## config.mk

```make
export PLATFORM = sky130hd
export DESIGN_NAME = bank_mux
export DESIGN_NICKNAME = d
export VERILOG_FILES = /design/src/logic/tcdm_pkg.sv /design/src/logic/bank_mux.sv
export VERILOG_INCLUDE_DIRS = /design/src /design/src/logic
export SDC_FILE = /design/constraint.sdc
export NUM_CORES = 1
export LEC_CHECK = 0
export BUFFER_PORTS_ARGS = -buffer_cell sky130_fd_sc_hd__clkbuf_2
export CAP_MARGIN = 20
export CORE_AREA = 2 2 112 114
export CTS_BUF_LIST = sky130_fd_sc_hd__clkbuf_4
export DETAILED_ROUTE_END_ITERATION = 6
export DIE_AREA = 0 0 114 116
export PLACE_DENSITY = 0.43
export SYNTH_ARGS = -nofsm -noshare
export SYNTH_HDL_FRONTEND = slang
export SYNTH_SLANG_ARGS = --single-unit
```

## constraint.sdc

```tcl
create_clock -name clk_i -period 1.3 [get_ports clk_i]
set_input_delay 0.13 -clock clk_i [delete_from_list [all_inputs] [get_ports clk_i]]
set_output_delay 0.13 -clock clk_i [all_outputs]
set_load 0.005 [all_outputs]
```

## src/logic/tcdm_params.svh

```systemverilog
// **************************************
// sizing of the banked scratchpad
// include wherever lane, bank or row counts are needed
// **************************************

`ifndef TCDM_PARAMS_SVH
`define TCDM_PARAMS_SVH

// words moved by one wide access, not more than the bank count
`define TCDM_NB_LANES 4

// word-interleaved banks, power of two
`define TCDM_NB_BANKS 8

// depth of every bank in words
`define TCDM_BANK_WORDS 64

`endif

```

## src/logic/tcdm_pkg.sv

```systemverilog
// **************************************
// types shared by the scratchpad blocks
// import inside a module body, scoped names in port lists
// **************************************

`include "tcdm_params.svh"

package tcdm_pkg;

  typedef logic [31:0] tcdm_addr_t;  // byte address
  typedef logic [31:0] tcdm_word_t;
  typedef logic [3:0]  tcdm_be_t;

  // bank index, doubles as rotation order of a wide access
  typedef logic [$clog2(`TCDM_NB_BANKS)-1:0] bank_sel_t;

  // word row inside one bank
  typedef logic [$clog2(`TCDM_BANK_WORDS)-1:0] row_t;

  // single word request, wen high means read
  typedef struct packed {
    tcdm_addr_t add;
    logic       wen;
    tcdm_be_t   be;
    tcdm_word_t data;
  } word_req_t;

  // wide request, lanes cover consecutive words from add
  typedef struct packed {
    tcdm_addr_t                        add;
    logic                              wen;
    tcdm_be_t   [`TCDM_NB_LANES-1:0] be;
    tcdm_word_t [`TCDM_NB_LANES-1:0] data;
  } wide_req_t;

  // read data of a wide access, lane 0 is the start word
  typedef struct packed {
    tcdm_word_t [`TCDM_NB_LANES-1:0] r_data;
  } wide_rsp_t;

  // who gets the bank read data in the next cycle
  typedef enum logic [1:0] {
    OWNER_NONE,
    OWNER_WIDE,
    OWNER_NARROW
  } owner_e;

endpackage

```

## src/logic/bank_mux.sv

```systemverilog
// **************************************
// one bank shared by its wide lane and the narrow port
// narrow wins and read data goes to the owner next cycle
// **************************************

`timescale 1ns/1ns

module bank_mux (
  input  logic                 clk_i,
  input  logic                 rst_ni,
  input  tcdm_pkg::word_req_t  wide_req_i,
  input  logic                 wide_valid_i,
  output logic                 wide_gnt_o,
  output tcdm_pkg::tcdm_word_t wide_rdata_o,
  input  tcdm_pkg::word_req_t  nar_req_i,
  input  logic                 nar_valid_i,
  output logic                 nar_gnt_o,
  output tcdm_pkg::tcdm_word_t nar_rdata_o,
  output logic                 nar_r_valid_o,
  output logic                 mem_en_o,
  output logic                 mem_wen_o,
  output tcdm_pkg::row_t       mem_row_o,
  output tcdm_pkg::tcdm_be_t   mem_be_o,
  output tcdm_pkg::tcdm_word_t mem_wdata_o,
  input  tcdm_pkg::tcdm_word_t mem_rdata_i
);

  import tcdm_pkg::*;

  word_req_t winner;
  owner_e    owner_d;
  owner_e    owner_q;

  // fixed priority with the narrow port first
  assign nar_gnt_o  = nar_valid_i;
  assign wide_gnt_o = wide_valid_i & ~nar_valid_i;

  assign winner = nar_valid_i ? nar_req_i : wide_req_i;

  assign mem_en_o    = nar_valid_i | wide_valid_i;
  assign mem_wen_o   = winner.wen;  // high means read
  assign mem_be_o    = winner.be;
  assign mem_wdata_o = winner.data;

  // row bits sit above the bank bits and the byte offset
  assign mem_row_o = winner.add[2 + $bits(bank_sel_t) +: $bits(row_t)];

  always_comb begin
    if (nar_valid_i) begin
      owner_d = OWNER_NARROW;
    end else if (wide_valid_i) begin
      owner_d = OWNER_WIDE;
    end else begin
      owner_d = OWNER_NONE;
    end
  end

  always_ff @(posedge clk_i or negedge rst_ni) begin
    if (!rst_ni) begin
      owner_q <= OWNER_NONE;
    end else begin
      owner_q <= owner_d;
    end
  end

  // only the owner sees the data
  assign wide_rdata_o  = (owner_q == OWNER_WIDE) ? mem_rdata_i : '0;
  assign nar_rdata_o   = (owner_q == OWNER_NARROW) ? mem_rdata_i : '0;
  assign nar_r_valid_o = (owner_q == OWNER_NARROW);

  // upper address bits would alias onto a lower row
  a_addr_in_range : assert property (
    @(posedge clk_i) disable iff (!rst_ni)
    mem_en_o |-> (winner.add >> (2 + $bits(bank_sel_t) + $bits(row_t))) == '0
  );

endmodule

```

==> out/metrics.yaml, run 1 <==
p_leak_nw: 1.840
yosysTopAreaCellShare_pct: 40.25
drtIter0Drc: 19
synth_seq_cells: 2
tritoncts: "yes"
setup_viol: 1
slew_headroom_pct: 85.95
grt_antenna_before_repair: 0
grt_pass1_wl_um: 7383
min_path_type: "input port to register"
grt_max_degree: 66
switchingPower_mw: 0.3194
cp-end-kind: "primary output"
grt.overflow.total: 0
area_growth_pct: 91.53
yosysUniqueCellTypes: 13
clockRootBuffer: "clkbuf_4"
swShare_pct: 32.97
yosysWarnings: 0
violations: "negative setup slack"
synthCells: 132
status: "finished, violations left"
routed_wl_um: 5327
worst_setup_path_start_kind: "register"
path_class: "register to primary output"
port_buffers: 232
clock_power_share_pct: 14.4
clk_pin_slew_ns: 0.03
worstPathRequired_ns: 1.17
hold_viol: 0
grt_pass1_vias: 1639
initial_core_util_pct: 11.90
ir_drop_uv: 247.5
cts-buffers-inserted: 3
vias: 1889
p_per_area_nw_per_um2: 356.8
maxCapViolations: 0
seqPwrFrac_pct: 7.1
post-route-min-period_ns: 1.324
layout_setup_ws_ns: -0.02388
drtAntennaViolNets: 0
core_um2: 11910
total_power_mw: 0.9688
place_ws_ns: 0.1604
cts_setup_buffers: 0
p_int_mw: 0.6494
worstMarginPinSlew_ns: 0.2107
gp_congestion: 0.6604
combPwrFrac_pct: 78.5
largest-register: "owner_q"
drtPass1Iterations: 3
synth_area_per_cell_um2: 10.74
critPathArrivalTime_ns: 1.19
layout.nets: 528
grt_usage_pct: 6.850
cp_max_fo: 65
reg.largest.list: "owner_q: 2 flops"
drc: 0
wl_per_cell_um: 10.68
fmax_ghz: 0.7554
cts_sinks: 2
synth_top_area_cell: "mux2_4"
hpwl_um: 4607
viasPerCell: 3.786
synthTopCellsByArea: "mux2_4, and3b_1, buf_12"
drive_above_1_share_pct: 80.68
dieArea_um2: 13220
synth_seq_area_share_pct: 3.530
post-route-period-util_pct: 101.8
rsz0062_at_grt: "true"
cts_max_path_buffers: 2
netlist_area_um2: 1418
diodes: 0
fp.dieW_um: 114
rows: 40
largest_register_ff_count: 2
die_y_um: 116
slew_violations: 0
ioPinCount: 285
synthesis.nets: 306
htreeDepth: 1
==> cells in the mapped netlist <==
cell type and instances:
mux2_4 38, dfrtp_1 2, buf_6 1, buf_4 1, or2_2 1, buf_12 3
nor2b_1 2, buf_2 8, and3b_1 64, buf_8 1, clkbuf_2 4, clkbuf_1 2
mux2_2 5
==> metal layers <==
metal | vias to the layer above | share of wire (%) | global-route usage [%]
met1 | 816 | 34 | 6.892
met4 | 0 | 0.32 | 1.626
met5 | - | 0 | 0
li1 | 929 | - | -
met3 | 2 | 11 | 1.308
met2 | 142 | 54 | 14.29
==> power by group through the flow <==
stage / combinational (mW) / sequential [mW] / clock [mW]
5_1_grt: 0.833 / 0.0686 / 0.157
3_5_place_dp: 0.772 / 0.0691 / 0
6_report: 0.761 / 0.0684 / 0.139
4_1_cts: 0.778 / 0.0684 / 0.153
2_1_floorplan: 0.385 / 0.0676 / 0
3_3_place_gp: 0.770 / 0.0692 / 0
==> metrics by stage <==
step	hold WS [ns]	util (%)	instances	setup TNS, ns	cell area (um^2)
floorplan	-0.1656	-	132	0	1418
global placement	-0.07425	22.51	495	0	2681
detailed placement	-0.07352	22.51	495	0	2681
CTS	0.1806	22.78	499	-0.1041	2714
global route	0.2045	22.79	499	-1.929	2715
finish	0.1856	22.79	499	-0.02388	2715
==> critical path, stage by stage, from the launching register on <==
cell and delay, ns:
dfrtp_1 0.38, buf_12 0.17, and3b_2 0.26, clkbuf_2 0.12
==> final cells by class <==
class | count | area, um^2
fill | 1315 | 9196
clock buffer | 3 | 22.52
multi-input combinational | 110 | 1207
timing repair buffer | 237 | 1251
sequential | 2 | 50.05
tap | 147 | 183.9
==> layout by cell type, fill, tap and decap left out <==
master         Yosys  layout
clkbuf_4           0       3
clkbuf_2           4     232
and3b_2            0       1
mux2_4            38      38
buf_12             3       4
dfrtp_1            2       2
or2_2              1       1
dlygate4sd3_1      0       1
mux2_2             5       5
nor2b_1            2       2
and3b_1           64      63
==> what timing repair did <==
item	in CTS	in global routing
hold buffers	1	0
resized for setup	0	1
pin swaps	0	1
endpoints found under the setup margin	6	63
endpoints found under the hold margin	2	0
==> kinds of logic after synthesis <==
logic type,synth area share (%)
buf+inv,11.39
simple gates,40.87
flops,3.531
mux,44.22
==> path summary, 6_finish.rpt <==
check                              from               end  slack [ns]  cells past startpoint
worst max-delay path         owner_q[1]  wide_rdata_o[24]       -0.02                      3
worst min-delay path       wide_valid_i        owner_q[0]        0.19                      2
max in group asynchronous        rst_ni        owner_q[0]        0.94                      2
min in group asynchronous        rst_ni        owner_q[1]        0.25                      2
Power figures use the tool's default switching activity.
==> inputs of run 2 (changes only) <==
--- a/config.mk
+++ b/config.mk
@@ -8,11 +8,13 @@
 export LEC_CHECK = 0
 export BUFFER_PORTS_ARGS = -buffer_cell sky130_fd_sc_hd__clkbuf_2
 export CAP_MARGIN = 20
-export CORE_AREA = 2 2 112 114
+export CELL_PAD_IN_SITES_DETAIL_PLACEMENT = 0
+export CELL_PAD_IN_SITES_GLOBAL_PLACEMENT = 1
+export CORE_AREA = 2 2 110 112
 export CTS_BUF_LIST = sky130_fd_sc_hd__clkbuf_4
 export DETAILED_ROUTE_END_ITERATION = 6
-export DIE_AREA = 0 0 114 116
-export PLACE_DENSITY = 0.43
+export DIE_AREA = 0 0 112 114
+export PLACE_DENSITY = 0.7
 export SYNTH_ARGS = -nofsm -noshare
 export SYNTH_HDL_FRONTEND = slang
 export SYNTH_SLANG_ARGS = --single-unit
==> run 2 against run 1 <==
  * First-iteration DRC count is 32% higher
  * Largest power group unchanged
  * Critical endpoint is now nar_rdata_o[23]
  * Worst hold slack worse by 0.0058 ns
  * Combinational power hardly changed
  * Largest cell class unchanged
  * The run still ends with negative setup slack left
==> out/metrics.yaml, run 2 (same netlist as run 1, synthesis figures left out) <==
violations: "negative setup slack"
cts_sinks: 2  # unchanged
clk_pin_slew_ns: 0.03  # about the same
ir_drop_uv: 383.8  # +55%
viasPerCell: 3.790  # +0.11%
path_class: "register to primary output"
cp-end-kind: "primary output"
wl_per_cell_um: 10.49  # -1.7%
mostFrequentLayoutCell: "clkbuf_2"
die_y_um: 114  # -1.7%
grt_pass1_vias: 1656  # +1.0%
htreeDepth: 1  # unchanged
grt_antenna_before_repair: 0  # unchanged
drc: 0  # unchanged
setup_viol: 2  # +1
ioPinCount: 285  # unchanged
fillers: 1269  # -3.5%
drtAntennaViolNets: 0  # unchanged
gp_congestion: 0.6974  # +5.6%
rows: 40  # unchanged
port_buffers: 232  # unchanged
final_cell_mix: "clkbuf_2, and3b_1, mux2_4"
cts-buffers-inserted: 3  # unchanged
initial_core_util_pct: 12.10  # +0.20 points
cts_max_path_buffers: 2  # unchanged
clockRootBuffer: "clkbuf_4"
grt_pass1_wl_um: 7424  # +0.56%
vias: 1891  # +0.11%
p_leak_nw: 1.836  # -0.22%
min_path_type: "input port to register"
largest-register: "owner_q"
reg.largest.list: "owner_q: 2 flops"
cts-resized-gates: 0  # unchanged
grt_usage_pct: 6.877  # +0.027 points
cp_max_fo: 65  # unchanged
hpwl_um: 4658  # +1.1%
fp.dieW_um: 112  # -1.8%
p_per_area_nw_per_um2: 356.5  # about the same
fmax_ghz: 0.7581  # +0.36%
core_um2: 11710  # -1.7%
total_power_mw: 0.9631  # -0.58%
holdWs_ns: 0.1798  # -0.005809 ns
slew_headroom_pct: 83.88  # -2.1 points
final_core_util_pct: 23.07  # +0.27 points
diodes: 0  # unchanged
drtIter0Drc: 25  # +6
fin_tns_setup_ns: -0.02180  # +0.002087 ns
dp.cells: 495  # unchanged
worstMarginPinSlew_ns: 0.2419  # +0.03117 ns
routed_wl_um: 5235  # -1.7%
grt.overflow.total: 0  # unchanged
drtPass1Iterations: 2  # -1
layout.nets: 528  # unchanged
layout.cells.non_filler: 499  # unchanged
tritoncts: "yes"
drive_above_1_share_pct: 80.40  # -0.28 points
worstPathRequired_ns: 1.17  # about the same
post-route-period-util_pct: 101.5  # -0.37 points
post-route-min-period_ns: 1.319  # -0.004781 ns
hold_viol: 0  # unchanged
area_growth_pct: 90.56
status: "finished, violations left"
maxCapViolations: 0  # unchanged
rsz0062_at_grt: "true"
dieArea_um2: 12770  # -3.4%
worst_setup_path_start_kind: "register"
slew_violations: 0  # unchanged
layout_setup_ws_ns: -0.01910  # +0.004781 ns
largest_register_ff_count: 2  # unchanged
critPathArrivalTime_ns: 1.19  # about the same
grt_max_degree: 66  # unchanged
[run 2: cell counts in the layout (fill, tap and decap cells not counted)]
Identical to the previous run, type by type.
[run 2: stage by stage]
stage | worst slack, ns | area (um^2)
after floorplan | 0.3144 | 1418
after global placement | 0.1848 | 2669
after detailed placement | 0.1654 | 2669
after CTS | -0.03364 | 2701
after global routing | -0.07091 | 2701
final | -0.01910 | 2701
[run 2: area by class of cell]
class / count / area, um^2 / area share, %
repair buffers: 237 / 1239 / 45.85
flip-flops and latches: 2 / 50.05 / 1.853
multi-input cells: 110 / 1206 / 44.65
clock buffers: 3 / 22.52 / 0.8337
well taps: 147 / 183.9 / 6.809
[run 2: per-layer routing]
layer	up-vias	GRT usage (%)	part of all wire (%)
li1	935	-	-
met1	807	7.961	37
met2	147	13.70	51
met3	2	0.9033	11
met4	0	0.9756	0.11
met5	-	0	0
[run 2: worst max-delay path: stages, from the launching register on]
cell and delay (ns):
dfrtp_1 0.38, buf_12 0.17, and3b_1 0.26, clkbuf_2 0.12
[run 2: power breakdown]
group          switching (mW)  total, mW  leakage, nW  internal [mW]
clock network          0.0342      0.136       0.0138          0.102
registers             0.00260     0.0686       0.0245         0.0660
logic                   0.281      0.759         1.80          0.478
total                   0.318      0.963         1.84          0.645
[run 2: timing repair]
item	in CTS	in global routing
endpoints found under the hold margin	2	0
endpoints found under the setup margin	3	65
buffers inserted	0	0
hold buffers	1	0
[run 2: final timing paths]
path	start	endpoint	slack [ns]	depth (start not counted)
worst max-delay path	owner_q[0]	nar_rdata_o[23]	-0.02	3
worst min-delay path	wide_valid_i	owner_q[0]	0.18	2
max in group asynchronous	rst_ni	owner_q[0]	0.97	2
min in group asynchronous	rst_ni	owner_q[1]	0.23	2
