### src/logic/tcdm_params.svh
// **************************************
// sizing of the banked scratchpad
// include wherever lane, bank or row counts are needed
// **************************************

`ifndef TCDM_PARAMS_SVH
`define TCDM_PARAMS_SVH

// words moved by one wide access, not more than the bank count
`define TCDM_NB_LANES 4

// word-interleaved banks, power of two
`define TCDM_NB_BANKS 8

// depth of every bank in words
`define TCDM_BANK_WORDS 64

`endif

### src/logic/tcdm_pkg.sv
// **************************************
// types shared by the scratchpad blocks
// import inside a module body, scoped names in port lists
// **************************************

`include "tcdm_params.svh"

package tcdm_pkg;

  typedef logic [31:0] tcdm_addr_t;  // byte address
  typedef logic [31:0] tcdm_word_t;
  typedef logic [3:0]  tcdm_be_t;

  // bank index, doubles as rotation order of a wide access
  typedef logic [$clog2(`TCDM_NB_BANKS)-1:0] bank_sel_t;

  // word row inside one bank
  typedef logic [$clog2(`TCDM_BANK_WORDS)-1:0] row_t;

  // single word request, wen high means read
  typedef struct packed {
    tcdm_addr_t add;
    logic       wen;
    tcdm_be_t   be;
    tcdm_word_t data;
  } word_req_t;

  // wide request, lanes cover consecutive words from add
  typedef struct packed {
    tcdm_addr_t                        add;
    logic                              wen;
    tcdm_be_t   [`TCDM_NB_LANES-1:0] be;
    tcdm_word_t [`TCDM_NB_LANES-1:0] data;
  } wide_req_t;

  // read data of a wide access, lane 0 is the start word
  typedef struct packed {
    tcdm_word_t [`TCDM_NB_LANES-1:0] r_data;
  } wide_rsp_t;

  // who gets the bank read data in the next cycle
  typedef enum logic [1:0] {
    OWNER_NONE,
    OWNER_WIDE,
    OWNER_NARROW
  } owner_e;

endpackage

### src/logic/wide_port_splitter.sv
// **************************************
// splits a wide request into per-lane word requests
// also yields the bank of the start word as rotation order
// **************************************

`timescale 1ns/1ns

`include "tcdm_params.svh"

module wide_port_splitter (
  input  tcdm_pkg::wide_req_t                     wide_req_i,
  input  logic                                    wide_req_valid_i,
  output tcdm_pkg::word_req_t [`TCDM_NB_LANES-1:0] lane_req_o,
  output logic                [`TCDM_NB_LANES-1:0] lane_valid_o,
  output tcdm_pkg::bank_sel_t                     order_o
);

  import tcdm_pkg::*;

  tcdm_addr_t start_word;  // word index of lane 0

  assign start_word = wide_req_i.add >> 2;

  // low bits of the word index pick the bank
  assign order_o = start_word[$bits(bank_sel_t)-1:0];

  always_comb begin
    for (int i = 0; i < `TCDM_NB_LANES; i++) begin
      // consecutive words, each lane carries its own address
      lane_req_o[i].add  = wide_req_i.add + tcdm_addr_t'(4 * i);
      lane_req_o[i].wen  = wide_req_i.wen;  // same direction on all lanes
      lane_req_o[i].be   = wide_req_i.be[i];
      lane_req_o[i].data = wide_req_i.data[i];
    end
  end

  // every lane requests together, the grant is all or nothing
  assign lane_valid_o = {`TCDM_NB_LANES{wide_req_valid_i}};

  // initiator contract, sub-word starts would break the rotation
  always_comb begin
    if (wide_req_valid_i) begin
      assert (wide_req_i.add[1:0] == 2'b00)
        else $error("wide request at unaligned address %h", wide_req_i.add);
    end
  end

endmodule

### config.mk
export PLATFORM = sky130hd
export DESIGN_NAME = wide_port_splitter
export DESIGN_NICKNAME = d
export VERILOG_FILES = /design/src/logic/tcdm_pkg.sv /design/src/logic/wide_port_splitter.sv
export VERILOG_INCLUDE_DIRS = /design/src /design/src/logic
export SDC_FILE = /design/constraint.sdc
export NUM_CORES = 1
export LEC_CHECK = 0
export BUFFER_PORTS_ARGS = -buffer_cell sky130_fd_sc_hd__clkbuf_2
export CAP_MARGIN = 20
export CORE_AREA = 2 2 181 183
export DETAILED_ROUTE_END_ITERATION = 16
export DIE_AREA = 0 0 183 185
export GPL_TIMING_DRIVEN = 0
export MAX_ROUTING_LAYER = met4
export PLACE_DENSITY = 0.37
export SLEW_MARGIN = 5
export SYNTH_ARGS = -nofsm -noshare
export SYNTH_HDL_FRONTEND = slang
export SYNTH_SLANG_ARGS = --single-unit
### constraint.sdc
create_clock -name vclk -period 1.1
set_input_delay 0.055 -clock vclk [all_inputs]
set_output_delay 0.055 -clock vclk [all_outputs]
set_load 0.02 [all_outputs]
==> summary.txt, run 1 <==
Outcome
  • Status: complete, but fails checks
  • Failing checks: negative setup slack

Finish
  • Clk_buf instances: 0
  • N_diodes: 0
  • Area Overhead vs Synth: 177%
  • Share of layout cells above drive strength 1: 94.4%
  • Seq_cells: 0
  • Register area: 0 um^2
  • NumNets Final: 1040
  • Post-layout util: 27.4%

STA
  • Hold Fails Final Rpt: 0
  • Final period utilization: 137%
  • Worst-margin pin slew: 0.514 ns
  • RSZ-0062 raised after global routing: true
  • Final setup viols: 79
  • Fin. max-slew vios: 0
  • Setup TNS: -20.82 ns
  • Worst setup margin: -0.407 ns
  • Period minus WS final: 1.51 ns
  • Relative slew margins: 65.7%
  • Fmax: 0.664 GHz

Power
  • Sw Pwr: 1650 uW
  • Switching Share: 49.1%
  • Leak: 0.00482 uW
  • PD cells: 383 nW/um^2
  • Clock Power Share: 0%
  • Comb power frac: 100.0%
  • Reg power frac: 0%
  • Internal cell power: 1720 uW
  • Overall Power: 3370 uW
  • Peak supply drop: 0.000196 V

Route
  • Number of remaining DRC errors: 0
  • Drt initial violations: 45
  • Average wire per standard cell: 14.1 um
  • ANT nets after route: 0
  • Pre-antenna DRT Iters: 4
  • DR vias/cell: 3.31
  • Via count: 4180
  • Total wire length: 17900 um

Synth
  • Avg Inst Size Synth: 7.29 um^2
  • Synth Instances: 435
  • Cell Area, Synth: 3170 um^2
  • Mapped Nets: 617
  • Sequential share of the synthesized area: 0%
  • Synth warn: 0
  • Distinct cell type count after synthesis: 25

Global route
  • GRT overflow: 0
  • First-pass GRT wire length: 24100 um
  • Initial antenna violation count: 0
  • All-Layer GR Usage: 9.86%
  • Vias in the first global route: 3876
  • Largest net degree at the start of global routing: 11

Critical path
  • Startpoint type of the worst setup path: input port
  • WS Path Type: in -> out
  • Most used cell, CP: buf_6
  • Nature of the critical path endpoint: output port
  • CP Max Fanout: 4
  • Worst Path Required: 1.04 ns
  • Crit path arrival time: 1.45 ns
  • Crit path largest cell delay: 0.20 ns
  • CP max-delay cell: nand3b_1
  • Cell Chain, Critical Path: clkbuf_16 -> inv_8 -> ha_4 -> nand3b_1 -> buf_6 -> nor3_4 -> buf_6 -> nand2_4 -> xnor2_2 -> clkbuf_8

Min path
  • Hold Path End: lane_req_o[168]
  • Cells on Worst Hold Path: 2
  • HP Class: in -> out
  • Min-delay src: wide_req_i[94]

Place
  • IO Port Bufs: 287
  • HPWL Detailed: 14600 um
  • Routability cong.: 0.761
  • Pre-CTS setup slack: -1.49 ns

Floorplanning
  • FP Rows: 66
  • Starting Density: 9.89%
  • Die footprint: 33900 um^2
  • Ports: 461
  • Die Ht: 185 um
  • Core Region: 32000 um^2
  • Die width: 183 um

Job
  • Max-Cap Viols: 0
## per-stage QoR
stage          hold slack [ns]  cells  cell area, um^2
5_1_grt                  0.336   1264             8790
3_3_place_gp             0.335   1130             6040
3_5_place_dp             0.334   1130             6040
6_report                 0.333   1264             8790
4_1_cts                  0.334   1222             8150
2_1_floorplan            0.199    435             4100
## cells by family after synthesis
kind of cell    after synthesis  share of synthesized area [%]
compound gates                1                          0.158
xor+xnor                     83                           22.9
simple gates                118                           22.9
buf+inv                     229                           52.4
fa+ha+maj                     4                           1.58
## repair_timing
item,CTS,global route
hold endpoints to repair,0,0
pin swaps,85,61
gates resized for setup,306,106
buffers inserted,92,50
hold buffers,0,0
endpoints found under the setup margin,84,79
## power by group through the flow
stage | Clock (uW) | Sequential [uW] | Combinational, uW
finish | 0 | 0 | 3370
global route | 0 | 0 | 3570
CTS | 0 | 0 | 3240
detailed placement | 0 | 0 | 2640
global placement | 0 | 0 | 2650
floorplan | 0 | 0 | 1910
## cells in the final DEF (no fill, tap or decap), drive strengths merged
master	Yosys	layout
nand2	40	40
and4	1	1
ha	4	4
nor3	14	14
nand4	25	25
nor2	14	14
nor4	16	16
buf	217	383
a21oi	1	1
nand3	6	6
or2	1	1
xor2	34	34
inv	6	6
clkbuf	6	261
xnor2	49	49
nand3b	1	1
## cell usage after synthesis
master	instances	area [um^2]
a21oi_1	1	5.00
and4_1	1	8.76
buf_1	3	11.3
buf_2	6	30.0
buf_4	206	1550
buf_6	2	22.5
clkbuf_1	1	3.75
clkbuf_2	5	25.0
ha_1	4	50.1
inv_1	6	22.5
nand2_1	40	150
nand3_1	6	30.0
nand3b_1	1	7.51
nand4_1	19	119
nand4_2	4	50.1
nand4_4	2	42.5
nor2_1	14	52.6
nor3_1	9	45.0
nor3_2	5	50.1
nor4_1	10	62.6
nor4_2	3	37.5
nor4_4	3	63.8
or2_1	1	6.26
xnor2_1	49	429
xor2_1	34	298
## how the worst max path moves through the flow
stage,from,slack (ns),endpoint,depth (start not counted)
after global routing,wide_req_i[148],-0.49,lane_req_o[266],10
final,wide_req_i[148],-0.41,lane_req_o[266],10
after detailed placement,wide_req_i[147],-1.49,lane_req_o[266],8
after CTS,wide_req_i[147],-0.46,lane_req_o[274],10
after floorplan,wide_req_i[147],-0.29,lane_req_o[266],6
after global placement,wide_req_i[147],-1.48,lane_req_o[266],8
## cell type report
type                       instances  area [um^2]
tap                              408          510
fill                            3429        23300
multi-input combinational        206         2810
inverter                           6         45.0
buffer                           222         1950
timing repair buffer             422         3480
## layer usage
metal	up-vias	part of all wire (%)	global-route usage [%]
li1	2032	-	-
met1	1909	36	10.8
met2	239	57	19.7
met3	0	6.5	0.963
met4	0	0	0.896
met5	-	0	-
## worst max-delay path: cells and delay by family
| family | cells | cell delay [ns] |
|---|---|---|
| and+or+nand+nor | 3 | 0.43 |
| xor gates and xnor gates | 1 | 0.15 |
| adders and majority gates | 1 | 0.14 |
| buffers and inverters | 5 | 0.67 |
(Power assumes the default switching activity.)
==> run 2: changes to the inputs <==
Settings changed: CORE_AREA 2 2 181 183 to 2 2 178 180, DIE_AREA 0 0 183 185 to 0 0 180 182, PLACE_DENSITY 0.37 to 0.36.
Clock period 1.1 ns to 1.8 ns, I/O delays scaled along.
==> run 2 against run 1 <==
  * The flow now finishes without violations
  * Setup slack better by 0.44 ns
  * Core utilization fell by 9.4 points
  * Via count decreased by 11%
  * Cell area is 37% lower
  * Critical path depth shrank 2
  * Hold slack better by 0.071 ns
  * Critical endpoint is now lane_req_o[137]
  * Largest power group unchanged
  * Sequential share of layout area stayed put
  * Routed wire length decreased by 3.2%
  * Power fell by 55%
  * Largest cell class unchanged
==> summary.txt, run 2 (synthesis results as in run 1) <==
STA
  • Setup TNS: 0 ns
  • Relative slew margins: 66.7%
  • RSZ-0062 raised after global routing: true
  • Fmax: 0.566 GHz
  • Final period utilization: 98.1%
  • Worst-margin pin slew: 0.499 ns
  • Fin. max-slew vios: 0
  • Final setup viols: 0
  • Hold Fails Final Rpt: 0
  • Period minus WS final: 1.77 ns

Finish
  • Share of layout cells above drive strength 1: 76.2%
  • Register area: 0 um^2
  • Area Overhead vs Synth: 75.9%
  • NumNets Final: 933
  • Fillcell total: 3535
  • Commonest cells after routing, fill and taps aside: clkbuf_2 (286), buf_4 (233), xnor2_1 (49), nand2_1 (39), xor2_1 (34)
  • Clk_buf instances: 0
  • Seq_cells: 0
  • N_diodes: 0
  • Area of the multi-input gates: 1720 um^2
  • Commonest non-fill, non-tap cell in the layout: clkbuf_2

Outcome
  • Status: finished, final reports clean

Critical path
  • Nature of the critical path endpoint: output port
  • WS Path Type: in -> out
  • Worst Path Required: 1.71 ns
  • CP max-delay cell: ha_2
  • Crit path largest cell delay: 0.31 ns
  • CP Max Fanout: 6
  • Crit path arrival time: 1.68 ns
  • Cell Chain, Critical Path: buf_2 -> ha_2 -> nand2_4 -> nor4_4 -> buf_4 -> nand4_1 -> xnor2_1 -> clkbuf_2
  • Startpoint type of the worst setup path: input port

Place
  • HPWL Detailed: 15400 um
  • Routability cong.: 0.734
  • IO Port Bufs: 287

Floorplanning
  • Starting Density: 10.2%
  • Die footprint: 32800 um^2
  • Ports: 461
  • Die Ht: 182 um
  • FP Rows: 65
  • Core Region: 31000 um^2
  • Die width: 180 um

Power
  • Switching Share: 58.8%
  • Clock Power Share: 0%
  • Comb power frac: 100.0%
  • Peak supply drop: 0.000111 V
  • Leak: 0.00305 uW
  • Sw Pwr: 887 uW
  • Reg power frac: 0%
  • Internal cell power: 623 uW
  • PD cells: 271 nW/um^2
  • Overall Power: 1510 uW

Route
  • Drt initial violations: 81
  • Via count: 3721
  • DR vias/cell: 3.23
  • Number of remaining DRC errors: 0
  • Average wire per standard cell: 15.0 um
  • ANT nets after route: 0
  • Pre-antenna DRT Iters: 4
  • Total wire length: 17300 um

Min path
  • HP Class: in -> out

Global route
  • Vias in the first global route: 3400
  • All-Layer GR Usage: 9.74%
  • Initial antenna violation count: 0
  • Largest net degree at the start of global routing: 11
  • GRT overflow: 0
  • First-pass GRT wire length: 23200 um

Job
  • Max-Cap Viols: 0

Clock tree
  • Hold Buf Count CTS: 0
run 2: power groups by stage:
stage          logic [uW]  clock network [uW]  registers (uW)
2_1_floorplan        1030                   0               0
3_3_place_gp         1480                   0               0
3_5_place_dp         1480                   0               0
4_1_cts              1520                   0               0
5_1_grt              1600                   0               0
6_report             1510                   0               0
run 2: critical path: cells and delay by family:
family / cells / cell delay, ns
AND/OR/NAND/NOR: 3 / 0.53
XOR/XNOR: 1 / 0.18
adder cells (fa/ha/maj): 1 / 0.31
buffers and inverters: 3 / 0.56
run 2: final cells by class:
class,instances,share of cell area (%)
tap,402,9.02
timing repair buffer,314,30.3
buffer,223,29.4
multi-input combinational,206,30.8
inverter,6,0.404
run 2: final timing paths:
kind	start	to	slack [ns]	depth (start not counted)
worst max-delay path	wide_req_i[148]	lane_req_o[137]	0.03	8
worst min-delay path	wide_req_i[22]	lane_req_o[22]	0.40	2
run 2: through the flow:
step / cells / instance area (um^2) / setup slack, ns / utilization [%] / hold WS, ns
CTS: 1144 / 5470 / -0.00963 / 17.6 / 0.405
detailed placement: 1124 / 5110 / -1.03 / 16.5 / 0.405
floorplan: 435 / 3170 / 0.153 / - / 0.274
finish: 1151 / 5570 / 0.0335 / 18.0 / 0.404
global placement: 1124 / 5110 / -1.02 / 16.5 / 0.405
global route: 1151 / 5570 / -0.0818 / 18.0 / 0.406
run 2: timing repair:
item                                    CTS  global route
pin swaps                                12             8
gates resized for setup                  38            13
endpoints found under the setup margin   60            30
hold endpoints to repair                  0             0
setup buffers                            20             7
run 2: per-layer routing:
layer,vias to the layer above,track usage [%],wire length (um)
met4,0,0.846,180
met1,1638,10.9,6640
met3,6,1.36,1200
li1,1827,-,-
met2,250,18.9,9270
met5,-,-,0
==> run 3: changes to the inputs <==
Settings changed: CELL_PAD_IN_SITES_DETAIL_PLACEMENT from default to 1, CELL_PAD_IN_SITES_GLOBAL_PLACEMENT from default to 2, PLACE_DENSITY 0.36 to 0.7.
==> run 3 against run 2 <==
  * Maximum frequency rose by 3.9%
  * Routed wire length is 5.3% higher
  * Critical path type unchanged
  * Largest cell class unchanged
  * Setup slack better by 0.066 ns
  * Critical endpoint is now lane_req_o[271]
  * Clock-buffer cell count stayed put
  * Combinational power about the same
  * Critical path depth is 1 lower
==> summary.txt, run 3 (synthesis results as in run 1) <==
Outcome
  • Status: finished, final reports clean

STA
  • Relative slew margins: 70.1%
  • Fin. max-slew vios: 0
  • Worst-margin pin slew: 0.448 ns
  • Final period utilization: 94.5%
  • Period minus WS final: 1.70 ns
  • Fmax: 0.588 GHz
  • Min Hold Slack: 0.404 ns
  • Hold Fails Final Rpt: 0
  • Final setup viols: 0
  • RSZ-0062 raised after global routing: true

Global route
  • Largest net degree at the start of global routing: 11
  • All-Layer GR Usage: 10.4%
  • First-pass GRT wire length: 25000 um
  • GRT overflow: 0
  • Vias in the first global route: 3768
  • Initial antenna violation count: 0

Critical path
  • WS Path Type: in -> out
  • Startpoint type of the worst setup path: input port
  • CP Max Fanout: 7
  • Worst setup path startpoint: wide_req_i[162]
  • Worst Path Required: 1.71 ns
  • Nature of the critical path endpoint: output port
  • Crit path arrival time: 1.61 ns

Power
  • Internal cell power: 626 uW
  • PD cells: 273 nW/um^2
  • Clock Power Share: 0%
  • Comb power frac: 100.0%
  • Leak: 0.00303 uW
  • Reg power frac: 0%
  • Switching Share: 58.8%
  • Peak supply drop: 0.000111 V
  • Sw Pwr: 892 uW

Finish
  • Clk_buf instances: 0
  • Share of layout cells above drive strength 1: 76.3%
  • Seq_cells: 0
  • Area Overhead vs Synth: 75.8%
  • N_diodes: 0
  • Area of the multi-input gates: 1730 um^2
  • Layout Cells excl Fill: 1150
  • Commonest non-fill, non-tap cell in the layout: clkbuf_2
  • NumNets Final: 932
  • Commonest cells after routing, fill and taps aside: clkbuf_2 (286), buf_4 (232), xnor2_1 (48), nand2_1 (37), xor2_1 (34)
  • Register area: 0 um^2
  • Fillcell total: 3845

Place
  • Placed cell count: 1125
  • Routability cong.: 0.732
  • HPWL Detailed: 16200 um
  • IO Port Bufs: 287

Floorplanning
  • Die width: 180 um
  • Die footprint: 32800 um^2
  • Ports: 461
  • FP Rows: 65
  • Core Region: 31000 um^2
  • Starting Density: 10.2%
  • Die Ht: 182 um

Route
  • Via count: 3822
  • Drt initial violations: 74
  • Pre-antenna DRT Iters: 4
  • DR vias/cell: 3.32
  • Average wire per standard cell: 15.8 um
  • Number of remaining DRC errors: 0
  • ANT nets after route: 0
  • Total wire length: 18200 um

Min path
  • HP Class: in -> out
  • Min-delay src: wide_req_i[55]

Job
  • Max-Cap Viols: 0

Clock tree
  • Hold Buf Count CTS: 0
-- run 3: cell types whose count changed in the layout (fill, tap and decap cells not counted), moves of 2 or more --
cell / change
buf_2: -2
buf_6: +2
ha_2: -2
nand2_1: -2
nand2_2: +2
nand3_2: -2
nand3_4: +2
-- run 3: power groups by stage --
stage / Sequential [uW] / Clock (uW) / Combinational (uW)
finish: 0 / 0 / 1520
global route: 0 / 0 / 1620
CTS: 0 / 0 / 1520
detailed placement: 0 / 0 / 1490
global placement: 0 / 0 / 1480
floorplan: 0 / 0 / 1030
-- run 3: area by class of cell --
cell class,instances,share of cell area (%)
plain buffers,223,29.4
inverters,6,0.404
multi-input cells,206,31.0
well taps,402,9.03
repair buffers,313,30.1
-- run 3: critical path, stage by stage --
cell	delay, ns
buf_2	0.26
nand4_2	0.32
nor4_4	0.32
buf_4	0.17
nand4_1	0.11
xnor2_1	0.15
clkbuf_2	0.19
-- run 3: per-layer routing --
layer	share of wire [%]	routed length (um)	global-route usage [%]
met4	0.38	70	0.325
met5	0	0	-
met2	55	10000	20.3
met3	7.7	1410	1.85
met1	37	6710	11.4
-- run 3: what timing repair did --
item | CTS | global route
buffers inserted | 13 | 12
gates resized for setup | 32 | 24
pin swaps | 11 | 8
cloned | 0 | 0
endpoints found under the setup margin | 57 | 35
-- run 3: worst paths after layout --
kind               to  cells past startpoint  slack, ns
max   lane_req_o[271]                      7        0.1
min    lane_req_o[92]                      2       0.40
-- run 3: stage by stage --
stage / setup TNS (ns) / total power (uW) / utilization [%] / area, um^2 / setup slack (ns)
final: 0 / 1520 / 18.0 / 5570 / 0.0997
after global routing: -0.0115 / 1620 / 18.0 / 5570 / -0.00633
after CTS: -0.0224 / 1520 / 17.4 / 5390 / -0.0188
after detailed placement: -18.11 / 1490 / 16.5 / 5120 / -1.04
after global placement: -23.29 / 1480 / 16.5 / 5110 / -1.06
after floorplan: 0 / 1030 / - / 3170 / 0.153
